==> src/mips_pkg.sv <==
package mips_pkg;

    localparam int REG_ADDR_W = 5;
    localparam int NUM_REGS   = 32;
    localparam int LINK_REG   = 31;           // jal destination.

    // instruction field layout.
    localparam int OPCODE_W  = 6;
    localparam int FUNCT_W   = 6;
    localparam int SHAMT_W   = 5;
    localparam int IMM_W     = 16;
    localparam int TARGET_W  = 26;
    localparam int OP_LSB    = 26;
    localparam int RS_LSB    = 21;
    localparam int RT_LSB    = 16;
    localparam int RD_LSB    = 11;
    localparam int SHAMT_LSB = 6;
    localparam int FUNCT_LSB = 0;
    localparam int IMM_LSB   = 0;

    typedef enum logic [OPCODE_W-1:0] {
        OP_RTYPE = 6'h00,
        OP_J     = 6'h02,
        OP_JAL   = 6'h03,
        OP_BEQ   = 6'h04,
        OP_BNE   = 6'h05,
        OP_ADDI  = 6'h08,
        OP_ADDIU = 6'h09,
        OP_SLTI  = 6'h0a,
        OP_ANDI  = 6'h0c,
        OP_ORI   = 6'h0d,
        OP_XORI  = 6'h0e,
        OP_LUI   = 6'h0f,
        OP_LW    = 6'h23,
        OP_SW    = 6'h2b
    } opcode_t;

    typedef enum logic [FUNCT_W-1:0] {
        F_SLL  = 6'h00,
        F_SRL  = 6'h02,
        F_SRA  = 6'h03,
        F_ADD  = 6'h20,
        F_ADDU = 6'h21,
        F_SUB  = 6'h22,
        F_SUBU = 6'h23,
        F_AND  = 6'h24,
        F_OR   = 6'h25,
        F_XOR  = 6'h26,
        F_NOR  = 6'h27,
        F_SLT  = 6'h2a,
        F_SLTU = 6'h2b
    } funct_t;

    // zero must stay add so that a bubble computes 0 + 0.
    typedef enum logic [3:0] {
        ALU_ADD, ALU_SUB, ALU_AND, ALU_OR, ALU_XOR, ALU_NOR,
        ALU_SLT, ALU_SLTU, ALU_SLL, ALU_SRL, ALU_SRA, ALU_LUI
    } alu_op_t;

endpackage

==> src/id_ex_bus.sv <==
`timescale 1ns/1ns

interface id_ex_bus;

    logic [31:0]                      instruction;
    logic [31:0]                      shift_amount;
    logic [31:0]                      immediate;
    logic [31:0]                      op_a;         // rs value, or pc+4 for jal.
    logic [31:0]                      op_b;         // rt value, or zero for jal.
    mips_pkg::alu_op_t                alu_op;
    logic [mips_pkg::REG_ADDR_W-1:0]  write_addr;
    logic                             reg_write;
    logic                             mem_write;
    logic                             a_use_shamt;
    logic                             mem_to_reg;
    logic                             b_use_imm;
    logic                             undefined;    // to the cp0 trap logic.

    modport src (
        output instruction, shift_amount, immediate, op_a, op_b, alu_op,
        output write_addr, reg_write, mem_write, a_use_shamt, mem_to_reg,
        output b_use_imm, undefined
    );

    modport dst (
        input instruction, shift_amount, immediate, op_a, op_b, alu_op,
        input write_addr, reg_write, mem_write, a_use_shamt, mem_to_reg,
        input b_use_imm, undefined
    );

endinterface

==> src/cpu_id_ex_top.sv <==
`timescale 1ns/1ns

module cpu_id_ex_top (
    input  logic                            clk,
    input  logic                            rst,
    input  logic                            cpu_en,
    input  logic [31:0]                     id_instruction,
    input  logic [31:0]                     id_pc,
    input  logic                            wb_en,
    input  logic [mips_pkg::REG_ADDR_W-1:0] wb_addr,
    input  logic [31:0]                     wb_data,
    output logic                            stall,
    output logic                            branch_taken,
    output logic [31:0]                     branch_target,
    output logic [31:0]                     ex_alu_result,
    output logic [31:0]                     ex_store_data,
    output logic [mips_pkg::REG_ADDR_W-1:0] ex_write_addr,
    output logic                            ex_reg_write,
    output logic                            ex_mem_write,
    output logic                            ex_mem_to_reg,
    output logic                            ex_undefined
);

    logic [mips_pkg::REG_ADDR_W-1:0] rs_addr;
    logic [mips_pkg::REG_ADDR_W-1:0] rt_addr;
    logic [31:0]                     rs_data;
    logic [31:0]                     rt_data;

    id_ex_bus bus_id ();
    id_ex_bus bus_ex ();

    reg_file i_reg_file (
        .clk, .rst, .rs_addr, .rt_addr, .wb_addr, .wb_en, .wb_data, .rs_data, .rt_data
    );

    id_decode i_id_decode (
        .instruction (id_instruction),
        .pc          (id_pc),
        .rs_data, .rt_data, .rs_addr, .rt_addr,
        .bus_id      (bus_id.src),
        .bus_ex      (bus_ex.dst),
        .stall, .branch_taken, .branch_target
    );

    id_ex_regs i_id_ex_regs (
        .clk, .rst, .cpu_en, .stall,
        .bus_id (bus_id.dst),
        .bus_ex (bus_ex.src)
    );

    ex_stage i_ex_stage (
        .bus_ex     (bus_ex.dst),
        .alu_result (ex_alu_result),
        .store_data (ex_store_data)
    );

    assign ex_write_addr = bus_ex.write_addr;
    assign ex_reg_write  = bus_ex.reg_write;
    assign ex_mem_write  = bus_ex.mem_write;
    assign ex_mem_to_reg = bus_ex.mem_to_reg;
    assign ex_undefined  = bus_ex.undefined;

endmodule

==> src/ex_stage.sv <==
`timescale 1ns/1ns

module ex_stage (
    id_ex_bus.dst       bus_ex,
    output logic [31:0] alu_result,
    output logic [31:0] store_data
);

    logic [31:0] alu_a;
    logic [31:0] alu_b;
    logic [4:0]  shift_count;

    assign alu_a       = bus_ex.a_use_shamt ? bus_ex.shift_amount : bus_ex.op_a;
    assign alu_b       = bus_ex.b_use_imm   ? bus_ex.immediate    : bus_ex.op_b;
    assign shift_count = alu_a[4:0];

    always_comb begin
        case (bus_ex.alu_op)
            mips_pkg::ALU_ADD:  alu_result = alu_a + alu_b;
            mips_pkg::ALU_SUB:  alu_result = alu_a - alu_b;
            mips_pkg::ALU_AND:  alu_result = alu_a & alu_b;
            mips_pkg::ALU_OR:   alu_result = alu_a | alu_b;
            mips_pkg::ALU_XOR:  alu_result = alu_a ^ alu_b;
            mips_pkg::ALU_NOR:  alu_result = ~(alu_a | alu_b);
            mips_pkg::ALU_SLT: begin
                alu_result = {31'd0, $signed(alu_a) < $signed(alu_b)};
            end
            mips_pkg::ALU_SLTU: begin
                alu_result = {31'd0, alu_a < alu_b};
            end
            mips_pkg::ALU_SLL:  alu_result = alu_b << shift_count;
            mips_pkg::ALU_SRL:  alu_result = alu_b >> shift_count;
            mips_pkg::ALU_SRA:  alu_result = $unsigned($signed(alu_b) >>> shift_count);
            mips_pkg::ALU_LUI:  alu_result = {alu_b[15:0], 16'd0};
            default:            alu_result = alu_a + alu_b;
        endcase
    end

    // rt value for sw, unaffected by the immediate select.
    assign store_data = bus_ex.op_b;

endmodule

==> src/id_decode.sv <==
`timescale 1ns/1ns

module id_decode (
    input  logic [31:0]                     instruction,
    input  logic [31:0]                     pc,
    input  logic [31:0]                     rs_data,
    input  logic [31:0]                     rt_data,
    output logic [mips_pkg::REG_ADDR_W-1:0] rs_addr,
    output logic [mips_pkg::REG_ADDR_W-1:0] rt_addr,
    id_ex_bus.src                           bus_id,
    id_ex_bus.dst                           bus_ex,
    output logic                            stall,
    output logic                            branch_taken,
    output logic [31:0]                     branch_target
);

    mips_pkg::opcode_t               opcode;
    mips_pkg::funct_t                funct;
    logic [mips_pkg::REG_ADDR_W-1:0] rd;
    logic [mips_pkg::SHAMT_W-1:0]    shamt;
    logic [mips_pkg::IMM_W-1:0]      imm16;
    logic [31:0]                     imm_sext;
    logic [31:0]                     imm_zext;
    logic [31:0]                     pc_plus4;
    logic [31:0]                     branch_addr;
    logic [31:0]                     jump_addr;
    logic                            uses_rs;
    logic                            uses_rt;
    logic                            take;
    logic                            load_hit;

    assign opcode   = mips_pkg::opcode_t'(instruction[mips_pkg::OP_LSB +: mips_pkg::OPCODE_W]);
    assign funct    = mips_pkg::funct_t'(instruction[mips_pkg::FUNCT_LSB +: mips_pkg::FUNCT_W]);
    assign rs_addr  = instruction[mips_pkg::RS_LSB +: mips_pkg::REG_ADDR_W];
    assign rt_addr  = instruction[mips_pkg::RT_LSB +: mips_pkg::REG_ADDR_W];
    assign rd       = instruction[mips_pkg::RD_LSB +: mips_pkg::REG_ADDR_W];
    assign shamt    = instruction[mips_pkg::SHAMT_LSB +: mips_pkg::SHAMT_W];
    assign imm16    = instruction[mips_pkg::IMM_LSB +: mips_pkg::IMM_W];
    assign imm_sext = {{(32 - mips_pkg::IMM_W){imm16[mips_pkg::IMM_W-1]}}, imm16};
    assign imm_zext = {{(32 - mips_pkg::IMM_W){1'b0}}, imm16};
    assign pc_plus4 = pc + 32'd4;

    assign branch_addr = pc_plus4 + {imm_sext[29:0], 2'b00};
    assign jump_addr   = {pc_plus4[31:28], instruction[mips_pkg::TARGET_W-1:0], 2'b00};

    always_comb begin
        bus_id.instruction  = instruction;
        bus_id.shift_amount = {{(32 - mips_pkg::SHAMT_W){1'b0}}, shamt};
        bus_id.immediate    = imm_sext;
        bus_id.op_a         = rs_data;
        bus_id.op_b         = rt_data;
        bus_id.alu_op       = mips_pkg::ALU_ADD;
        bus_id.write_addr   = '0;
        bus_id.reg_write    = 1'b0;
        bus_id.mem_write    = 1'b0;
        bus_id.a_use_shamt  = 1'b0;
        bus_id.mem_to_reg   = 1'b0;
        bus_id.b_use_imm    = 1'b0;
        bus_id.undefined    = 1'b0;
        uses_rs       = 1'b1;
        uses_rt       = 1'b0;
        take          = 1'b0;
        branch_target = branch_addr;

        case (opcode)
            mips_pkg::OP_RTYPE: begin
                uses_rt           = 1'b1;
                bus_id.reg_write  = 1'b1;
                bus_id.write_addr = rd;
                case (funct)
                    mips_pkg::F_ADD, mips_pkg::F_ADDU: bus_id.alu_op = mips_pkg::ALU_ADD;
                    mips_pkg::F_SUB, mips_pkg::F_SUBU: bus_id.alu_op = mips_pkg::ALU_SUB;
                    mips_pkg::F_AND:  bus_id.alu_op = mips_pkg::ALU_AND;
                    mips_pkg::F_OR:   bus_id.alu_op = mips_pkg::ALU_OR;
                    mips_pkg::F_XOR:  bus_id.alu_op = mips_pkg::ALU_XOR;
                    mips_pkg::F_NOR:  bus_id.alu_op = mips_pkg::ALU_NOR;
                    mips_pkg::F_SLT:  bus_id.alu_op = mips_pkg::ALU_SLT;
                    mips_pkg::F_SLTU: bus_id.alu_op = mips_pkg::ALU_SLTU;
                    mips_pkg::F_SLL, mips_pkg::F_SRL, mips_pkg::F_SRA: begin
                        uses_rs            = 1'b0;      // shifts read rt only.
                        bus_id.a_use_shamt = 1'b1;
                        bus_id.alu_op      = (funct == mips_pkg::F_SLL) ? mips_pkg::ALU_SLL :
                                             (funct == mips_pkg::F_SRL) ? mips_pkg::ALU_SRL :
                                                                          mips_pkg::ALU_SRA;
                    end
                    default: begin
                        uses_rs           = 1'b0;
                        uses_rt           = 1'b0;
                        bus_id.reg_write  = 1'b0;
                        bus_id.write_addr = '0;
                        bus_id.undefined  = 1'b1;
                    end
                endcase
            end
            mips_pkg::OP_ADDI, mips_pkg::OP_ADDIU, mips_pkg::OP_SLTI,
            mips_pkg::OP_ANDI, mips_pkg::OP_ORI, mips_pkg::OP_XORI, mips_pkg::OP_LUI: begin
                bus_id.reg_write  = 1'b1;
                bus_id.write_addr = rt_addr;
                bus_id.b_use_imm  = 1'b1;
                case (opcode)
                    mips_pkg::OP_SLTI: bus_id.alu_op = mips_pkg::ALU_SLT;
                    mips_pkg::OP_ANDI: bus_id.alu_op = mips_pkg::ALU_AND;
                    mips_pkg::OP_ORI:  bus_id.alu_op = mips_pkg::ALU_OR;
                    mips_pkg::OP_XORI: bus_id.alu_op = mips_pkg::ALU_XOR;
                    mips_pkg::OP_LUI: begin
                        uses_rs       = 1'b0;
                        bus_id.alu_op = mips_pkg::ALU_LUI;
                    end
                    default: bus_id.alu_op = mips_pkg::ALU_ADD;
                endcase
                // logical ops and lui take the immediate unsigned.
                if (opcode inside {mips_pkg::OP_ANDI, mips_pkg::OP_ORI,
                                   mips_pkg::OP_XORI, mips_pkg::OP_LUI}) begin
                    bus_id.immediate = imm_zext;
                end
            end
            mips_pkg::OP_LW: begin
                bus_id.reg_write  = 1'b1;
                bus_id.mem_to_reg = 1'b1;
                bus_id.write_addr = rt_addr;
                bus_id.b_use_imm  = 1'b1;
            end
            mips_pkg::OP_SW: begin
                uses_rt          = 1'b1;                // store data.
                bus_id.mem_write = 1'b1;
                bus_id.b_use_imm = 1'b1;
            end
            mips_pkg::OP_BEQ, mips_pkg::OP_BNE: begin
                uses_rt       = 1'b1;
                bus_id.alu_op = mips_pkg::ALU_SUB;
                take = (rs_data == rt_data) ^ (opcode == mips_pkg::OP_BNE);
            end
            mips_pkg::OP_J, mips_pkg::OP_JAL: begin
                uses_rs       = 1'b0;
                take          = 1'b1;
                branch_target = jump_addr;
                if (opcode == mips_pkg::OP_JAL) begin
                    bus_id.op_a       = pc_plus4;       // link value through the ALU.
                    bus_id.op_b       = '0;
                    bus_id.reg_write  = 1'b1;
                    bus_id.write_addr = mips_pkg::REG_ADDR_W'(mips_pkg::LINK_REG);
                end
            end
            default: begin
                uses_rs          = 1'b0;
                bus_id.undefined = 1'b1;
            end
        endcase
    end

    // load in EX whose result is needed here.
    assign load_hit = bus_ex.mem_to_reg && (bus_ex.write_addr != '0);
    assign stall    = load_hit && ((uses_rs && (bus_ex.write_addr == rs_addr)) ||
                                   (uses_rt && (bus_ex.write_addr == rt_addr)));

    assign branch_taken = take && !stall;

endmodule

==> src/id_ex_regs.sv <==
`timescale 1ns/1ns

module id_ex_regs (
    input  logic  clk,
    input  logic  rst,
    input  logic  cpu_en,
    input  logic  stall,
    id_ex_bus.dst bus_id,
    id_ex_bus.src bus_ex
);

    // cpu_en low freezes the stage, reset and stall included.
    always_ff @(posedge clk) begin
        if (cpu_en) begin
            if (rst || stall) begin
                bus_ex.instruction  <= '0;
                bus_ex.shift_amount <= '0;
                bus_ex.immediate    <= '0;
                bus_ex.op_a         <= '0;
                bus_ex.op_b         <= '0;
                bus_ex.alu_op       <= mips_pkg::ALU_ADD;
                bus_ex.write_addr   <= '0;
                bus_ex.reg_write    <= 1'b0;
                bus_ex.mem_write    <= 1'b0;
                bus_ex.a_use_shamt  <= 1'b0;
                bus_ex.mem_to_reg   <= 1'b0;
                bus_ex.b_use_imm    <= 1'b0;
                bus_ex.undefined    <= 1'b0;
            end else begin
                bus_ex.instruction  <= bus_id.instruction;
                bus_ex.shift_amount <= bus_id.shift_amount;
                bus_ex.immediate    <= bus_id.immediate;
                bus_ex.op_a         <= bus_id.op_a;
                bus_ex.op_b         <= bus_id.op_b;
                bus_ex.alu_op       <= bus_id.alu_op;
                bus_ex.write_addr   <= bus_id.write_addr;
                bus_ex.reg_write    <= bus_id.reg_write;
                bus_ex.mem_write    <= bus_id.mem_write;
                bus_ex.a_use_shamt  <= bus_id.a_use_shamt;
                bus_ex.mem_to_reg   <= bus_id.mem_to_reg;
                bus_ex.b_use_imm    <= bus_id.b_use_imm;
                bus_ex.undefined    <= bus_id.undefined;
            end
        end
    end

endmodule

==> src/reg_file.sv <==
`timescale 1ns/1ns

module reg_file (
    input  logic                            clk,
    input  logic                            rst,
    input  logic [mips_pkg::REG_ADDR_W-1:0] rs_addr,
    input  logic [mips_pkg::REG_ADDR_W-1:0] rt_addr,
    input  logic [mips_pkg::REG_ADDR_W-1:0] wb_addr,
    input  logic                            wb_en,
    input  logic [31:0]                     wb_data,
    output logic [31:0]                     rs_data,
    output logic [31:0]                     rt_data
);

    logic [31:0] regs [1:mips_pkg::NUM_REGS-1];   // r0 has no storage.

    function automatic logic [31:0] read_port(input logic [mips_pkg::REG_ADDR_W-1:0] addr);
        logic [31:0] value;
        if (addr == '0) begin
            value = '0;
        end else if (wb_en && (wb_addr == addr)) begin
            value = wb_data;                       // same-cycle writeback bypass.
        end else begin
            value = regs[addr];
        end
        return value;
    endfunction

    always_ff @(posedge clk) begin
        if (rst) begin
            for (int i = 1; i < mips_pkg::NUM_REGS; i++) begin
                regs[i] <= '0;
            end
        end else if (wb_en && (wb_addr != '0)) begin
            regs[wb_addr] <= wb_data;
        end
    end

    always_comb begin
        rs_data = read_port(rs_addr);
        rt_data = read_port(rt_addr);
    end

endmodule

==> config.mk <==
export PLATFORM = sky130hd
export DESIGN_NAME = cpu_id_ex_top
export DESIGN_NICKNAME = d
export VERILOG_FILES = /design/src/mips_pkg.sv /design/src/id_ex_bus.sv /design/src/cpu_id_ex_top.sv /design/src/ex_stage.sv /design/src/id_decode.sv /design/src/id_ex_regs.sv /design/src/reg_file.sv
export SDC_FILE = /design/constraint.sdc
export NUM_CORES = 2
export LEC_CHECK = 0
export BUFFER_PORTS_ARGS = -buffer_cell sky130_fd_sc_hd__buf_2
export CORE_UTILIZATION = 60
export CTS_CLUSTER_SIZE = 10
export DETAILED_ROUTE_END_ITERATION = 8
export PLACE_DENSITY_LB_ADDON = 0.3
export SLEW_MARGIN = 20
export SYNTH_ARGS = -nofsm -noshare
export SYNTH_HDL_FRONTEND = slang
export SYNTH_HIERARCHICAL = 1
export SYNTH_SLANG_ARGS = --single-unit
==> constraint.sdc <==
create_clock -name clk -period 4.9 [get_ports clk]
set_input_delay 0.245 -clock clk [delete_from_list [all_inputs] [get_ports clk]]
set_output_delay 0.245 -clock clk [all_outputs]
set_load 0.01 [all_outputs]
* Word level (Yosys, flattened, before mapping)
Memory sizes are Yosys's and may differ from the RTL's.
Index checks and enable logic that the tools add are counted.
** Storage, ports and cells
- Register bits :: 143
- Bits in writable memories :: 992
- Bits of input ports :: 105
- Output and inout bits :: 107
- Word-level logic and storage cells :: 146
- Memories :: 1
** Cells by class
- $add $sub $neg :: 4
- $lt $le $gt $ge :: 2
- Eq/ne operators :: 41
- Shifts and indexed selects :: 3
- Muxes and demuxes :: 44
- Bitwise gates (word level) :: 6
- Reduce and logical (&&, ||, !) cells :: 32
** Memory list
- i_reg_file.regs :: depth 31, bits a word 32, rd ports 2, clocked after memory_dff 0, wr ports 31, line reg_file.sv:15 : logic [31:0] regs [1:mips_pkg::NUM_REGS-1];
** Operators by type and width (count)
- 32-bit two-way mux :: 14
- 32-bit one-hot mux with 11 select lines :: 1
- 6-bit == test (second input constant) :: 12
- 32-bit adder :: 2
- 32-bit less-than comparator :: 2
- 6-bit by 4-bit == test with 1-bit output (second input constant) :: 7
- 32-bit by 3-bit adder with 32-bit output (second input constant) :: 1
- 32-bit bitwise AND :: 1
- 32-bit == test :: 1
- 32-bit NOT :: 1
- 32-bit OR :: 1
- 4-bit one-hot mux with 8 select lines :: 1
- 32-bit OR reduction :: 1
- 32-bit by 5-bit << shifter with 32-bit output :: 1
- 32-bit by 5-bit right shift with 32-bit output :: 1
- 32-bit by 5-bit >>> shifter with 32-bit output :: 1
- 32-bit subtractor :: 1
- 32-bit bitwise XOR :: 1
- 13-bit OR reduction :: 2
- 6-bit by 2-bit == test with 1-bit output (second input constant) :: 4
- 5-bit == test :: 4
- 4-bit one-hot mux with 5 select lines :: 1
- 4-bit by 3-bit == test with 1-bit output (second input constant) :: 4
- 4-bit == test (second input constant) :: 4
- 27 further kinds :: 63

* Depth between registers and ports, before layout
- Depth after elaboration :: 9
- Gate-level depth with buffers :: 18
- Gate-level depth less buffers :: 14

* Modules after synthesis
Netlist, hierarchy kept.
** Modules (own cells, without submodules)
- reg_file :: instances 1, cells an instance 3745, area an instance 54736.2 um^2, sequential area each 30749.5 um^2
- ex_stage :: instances 1, cells an instance 1394, area an instance 9755.6 um^2, sequential area each 0.0 um^2
- id_ex_regs :: instances 1, cells an instance 388, area an instance 7709.9 um^2, sequential area each 5255.0 um^2
- id_decode :: instances 1, cells an instance 774, area an instance 4907.2 um^2, sequential area each 0.0 um^2

* Worst setup path before layout
Ideal clock, no wire load.
- Path type :: register -> output
- From :: register i_id_ex_regs.bus_ex.a_use_shamt
- To :: output ex_alu_result[27]
- Arrival :: 4.067 ns
- Required time :: 4.655 ns
- Path slack :: 0.588 ns
- Stages on the path, launching flop included :: 16
- Path buffers :: 4
- Cells stage by stage :: edfxtp_1 -> buf_6 -> buf_1 -> buf_1 -> mux2i_1 -> ha_1 -> clkbuf_1 -> or4_1 -> o21bai_1 -> a31oi_1 -> a311oi_2 -> a31oi_1 -> o21ai_0 -> o21ai_0 -> o32ai_1 -> a311o_1
** On the way
- Cells in the longest elaborated chain, start to end :: 4
- Elaborated cells on any way between the ends :: 11
- Those cells by class :: 2 x add/sub; 3 x shift; 2 x mux; 4 x bitwise
** RTL lines
- start, declared :: line id_ex_bus.sv:21 : output write_addr, reg_write, mem_write, a_use_shamt, mem_to_reg,
- 32-bit two-way mux * :: line ex_stage.sv:13 : assign alu_a = bus_ex.a_use_shamt ? bus_ex.shift_amount : bus_ex.op_a;
- parallel branches: the longest is 2 deep, another holds 32-bit adder
- 32-bit one-hot mux with 11 select lines * :: line ex_stage.sv:18 : case (bus_ex.alu_op)
- end, declared :: line cpu_id_ex_top.sv:15 : output logic [31:0] ex_alu_result,
Mark *: on every way between the ends.

* Final worst setup path
- From :: register i_id_ex_regs.bus_ex.a_use_shamt
- To :: output ex_alu_result[31]
Same word-level chain as after synthesis.

==> impl_metrics.ini <==
[setup_path]
crit_buf_inv = 6
path_class = flip-flop to primary output
timing.rr.start = i_reg_file/regs[13][29]
reg2reg_depth = 8
worst-path-stages = 17
crit_family = compound AO/OA/AOI/OAI gates
r2r_slack_ns = 1.77
cp_slowest_stage_delay_ns = 0.40
crit_start = i_id_ex_regs/bus_ex.a_use_shamt
cp-end-kind = primary output
cp-start-kind = flip-flop
worstPathArrival_ns = 4.75
r2r_end = i_id_ex_regs/bus_ex.op_a[29]
cp_common_cell = buf_6
crit_chain = buf_6 -> buf_12 -> mux2i_4 -> inv_2 -> ha_2 -> or3b_4 -> a211oi_4 -> a21oi_4 -> a311oi_2 -> buf_4 -> a31oi_4 -> buf_6 -> o211ai_1 -> a31oi_1 -> nor2b_2 -> o31ai_2 -> buf_2
cp_max_fo = 6
slowest_stage = or3b_4
cp-endpoint = ex_alu_result[31]
required_ns = 4.66

[timing]
min_period_over_period_pct = 102
hold_violations = 0
fin_ws_ns = -0.0943
max_slew.worst_pin.slew_ns = 1.20
setup_viol = 4
grt_setup_unrepaired = true
clock.fmax_mhz = 200
maxSlewHeadroom_pct = 20.0
fin_worst_skew_ns = 0.0492
slew_viol_final = 0
min_period_ns = 4.99

[power]
vdd_drop_max_mv = 0.323
p_leak_nw = 31.1
p_per_area_nw_per_um2 = 331
power_mw = 27.7

[layout]
drive_gt1_share_pct = 24.0
final-seq-area_sq_um = 35000
final_cell_mix = edfxtp_1, and2_1, mux2i_1
largest_reg_flops = 1024
multiInputGateArea_sq_um = 37700
fill_cells = 8835
nets = 6532
final_common_cell = edfxtp_1
syn2layout_area_growth_pct = 10.9
fin_cells = 7974
fin_area_sq_um = 83700
largest-register = i_reg_file/regs

[detailed_routing]
drt-pass1-iter-count = 9
wirelength_microns = 281000
drc = 3
viasPerCell = 7.30
drt_iter0_drc = 10400
ant_nets = 0
vias = 58200
routedWlPerCell_microns = 35.2

[floorplan]
ios = 212
die_x_microns = 357
dieArea_sq_um = 127000
die_height_microns = 357
rows = 129
initial_core_util_pct = 60.7
core_area_sq_um = 124000

[outcome]
status = finished with violations
violations = design-rule violations, negative setup slack

[global_routing]
grt_util_all_layers_pct = 43.5
antenna_found_initial = 39
grt_pass1_wl_microns = 395000
grt_overflow = 0
grt_max_degree = 91
grt_pass1_vias = 55600

[clock_network]
clock_latency_ns = 0.76
clockBufferDepth = 3
cts_tree = yes
clock-sinks = 1167
ctsRootBufferMaster = clkbuf_16
numCtsBuffers = 137
clk_pin_slew_ns = 0.05
htreeDepth = 4

[placed_design]
post-place-cells = 7739
place_ws_ns = 0.0323
placed_cell_area_sq_um = 78500
port_buffers = 211
gp_congestion = 1.07
dpl.hpwl_microns = 193000

[synth]
syn_area_per_cell_sq_um = 12.2
synthesis.area_sq_um = 75500
yosys_warnings = 6
netlist_instances = 6201

[run]
cap_viol_max_count = 0

[hold_path]
holdCritPathClass = input pin to flip-flop
metrics by stage:
step           setup TNS, ns  hold WS (ns)  utilization, %
5_1_grt               -0.456        0.0350            67.3
2_1_floorplan              0         0.344               -
3_3_place_gp               0         0.646            63.2
3_5_place_dp               0         0.662            63.2
4_1_cts              -0.0819       0.00161            66.8
6_report              -0.196        0.0500            67.4
final cells by class:
| class | instances | share of cell area (%) |
|---|---|---|
| multi-input cells | 4292 | 45.1 |
| inverters | 107 | 0.480 |
| clock inverters | 17 | 0.296 |
| clock buffers | 149 | 4.25 |
| well taps | 1637 | 2.45 |
| diodes | 22 | 0.0658 |
| flip-flops and latches | 1167 | 41.9 |
| repair buffers | 583 | 5.52 |
worst min path at each step:
stage	from	end	slack, ns	cells after the start
floorplan	wb_data[0]	i_reg_file/regs[0][0]	0.34	0
global placement	id_instruction[7]	i_id_ex_regs/bus_ex.immediate[7]	0.65	2
detailed placement	id_instruction[7]	i_id_ex_regs/bus_ex.shift_amount[1]	0.66	2
CTS	wb_data[23]	i_reg_file/regs[0][23]	0.002	1
global route	wb_data[22]	i_reg_file/regs[21][22]	0.04	2
finish	id_instruction[3]	i_id_ex_regs/bus_ex.immediate[3]	0.05	2
power breakdown:
part | switching [mW] | total, mW | leakage (nW) | internal (mW)
combinational | 4.12 | 6.61 | 18.0 | 2.50
sequential | 0.356 | 12.0 | 11.2 | 11.6
clock | 3.97 | 9.15 | 1.86 | 5.19
repair_timing:
item,CTS,global route
gates cloned,2,1
endpoints found under the hold margin,29,0
gates resized for setup,70,112
endpoints found under the setup margin,18,22
buffers inserted,9,15
pin swaps,9,23
hold buffers,21,0
per-layer routing:
metal  share of wire (%)  vias up  global-route usage [%]
met5                0.12        -                   0.407
met4                 7.1       38                    25.2
met1                  34    28500                    54.6
met3                  15     1140                    14.5
li1                    -    23500                       -
met2                  44     5083                    66.0
No activity file was read; power rests on OpenSTA's default activity.
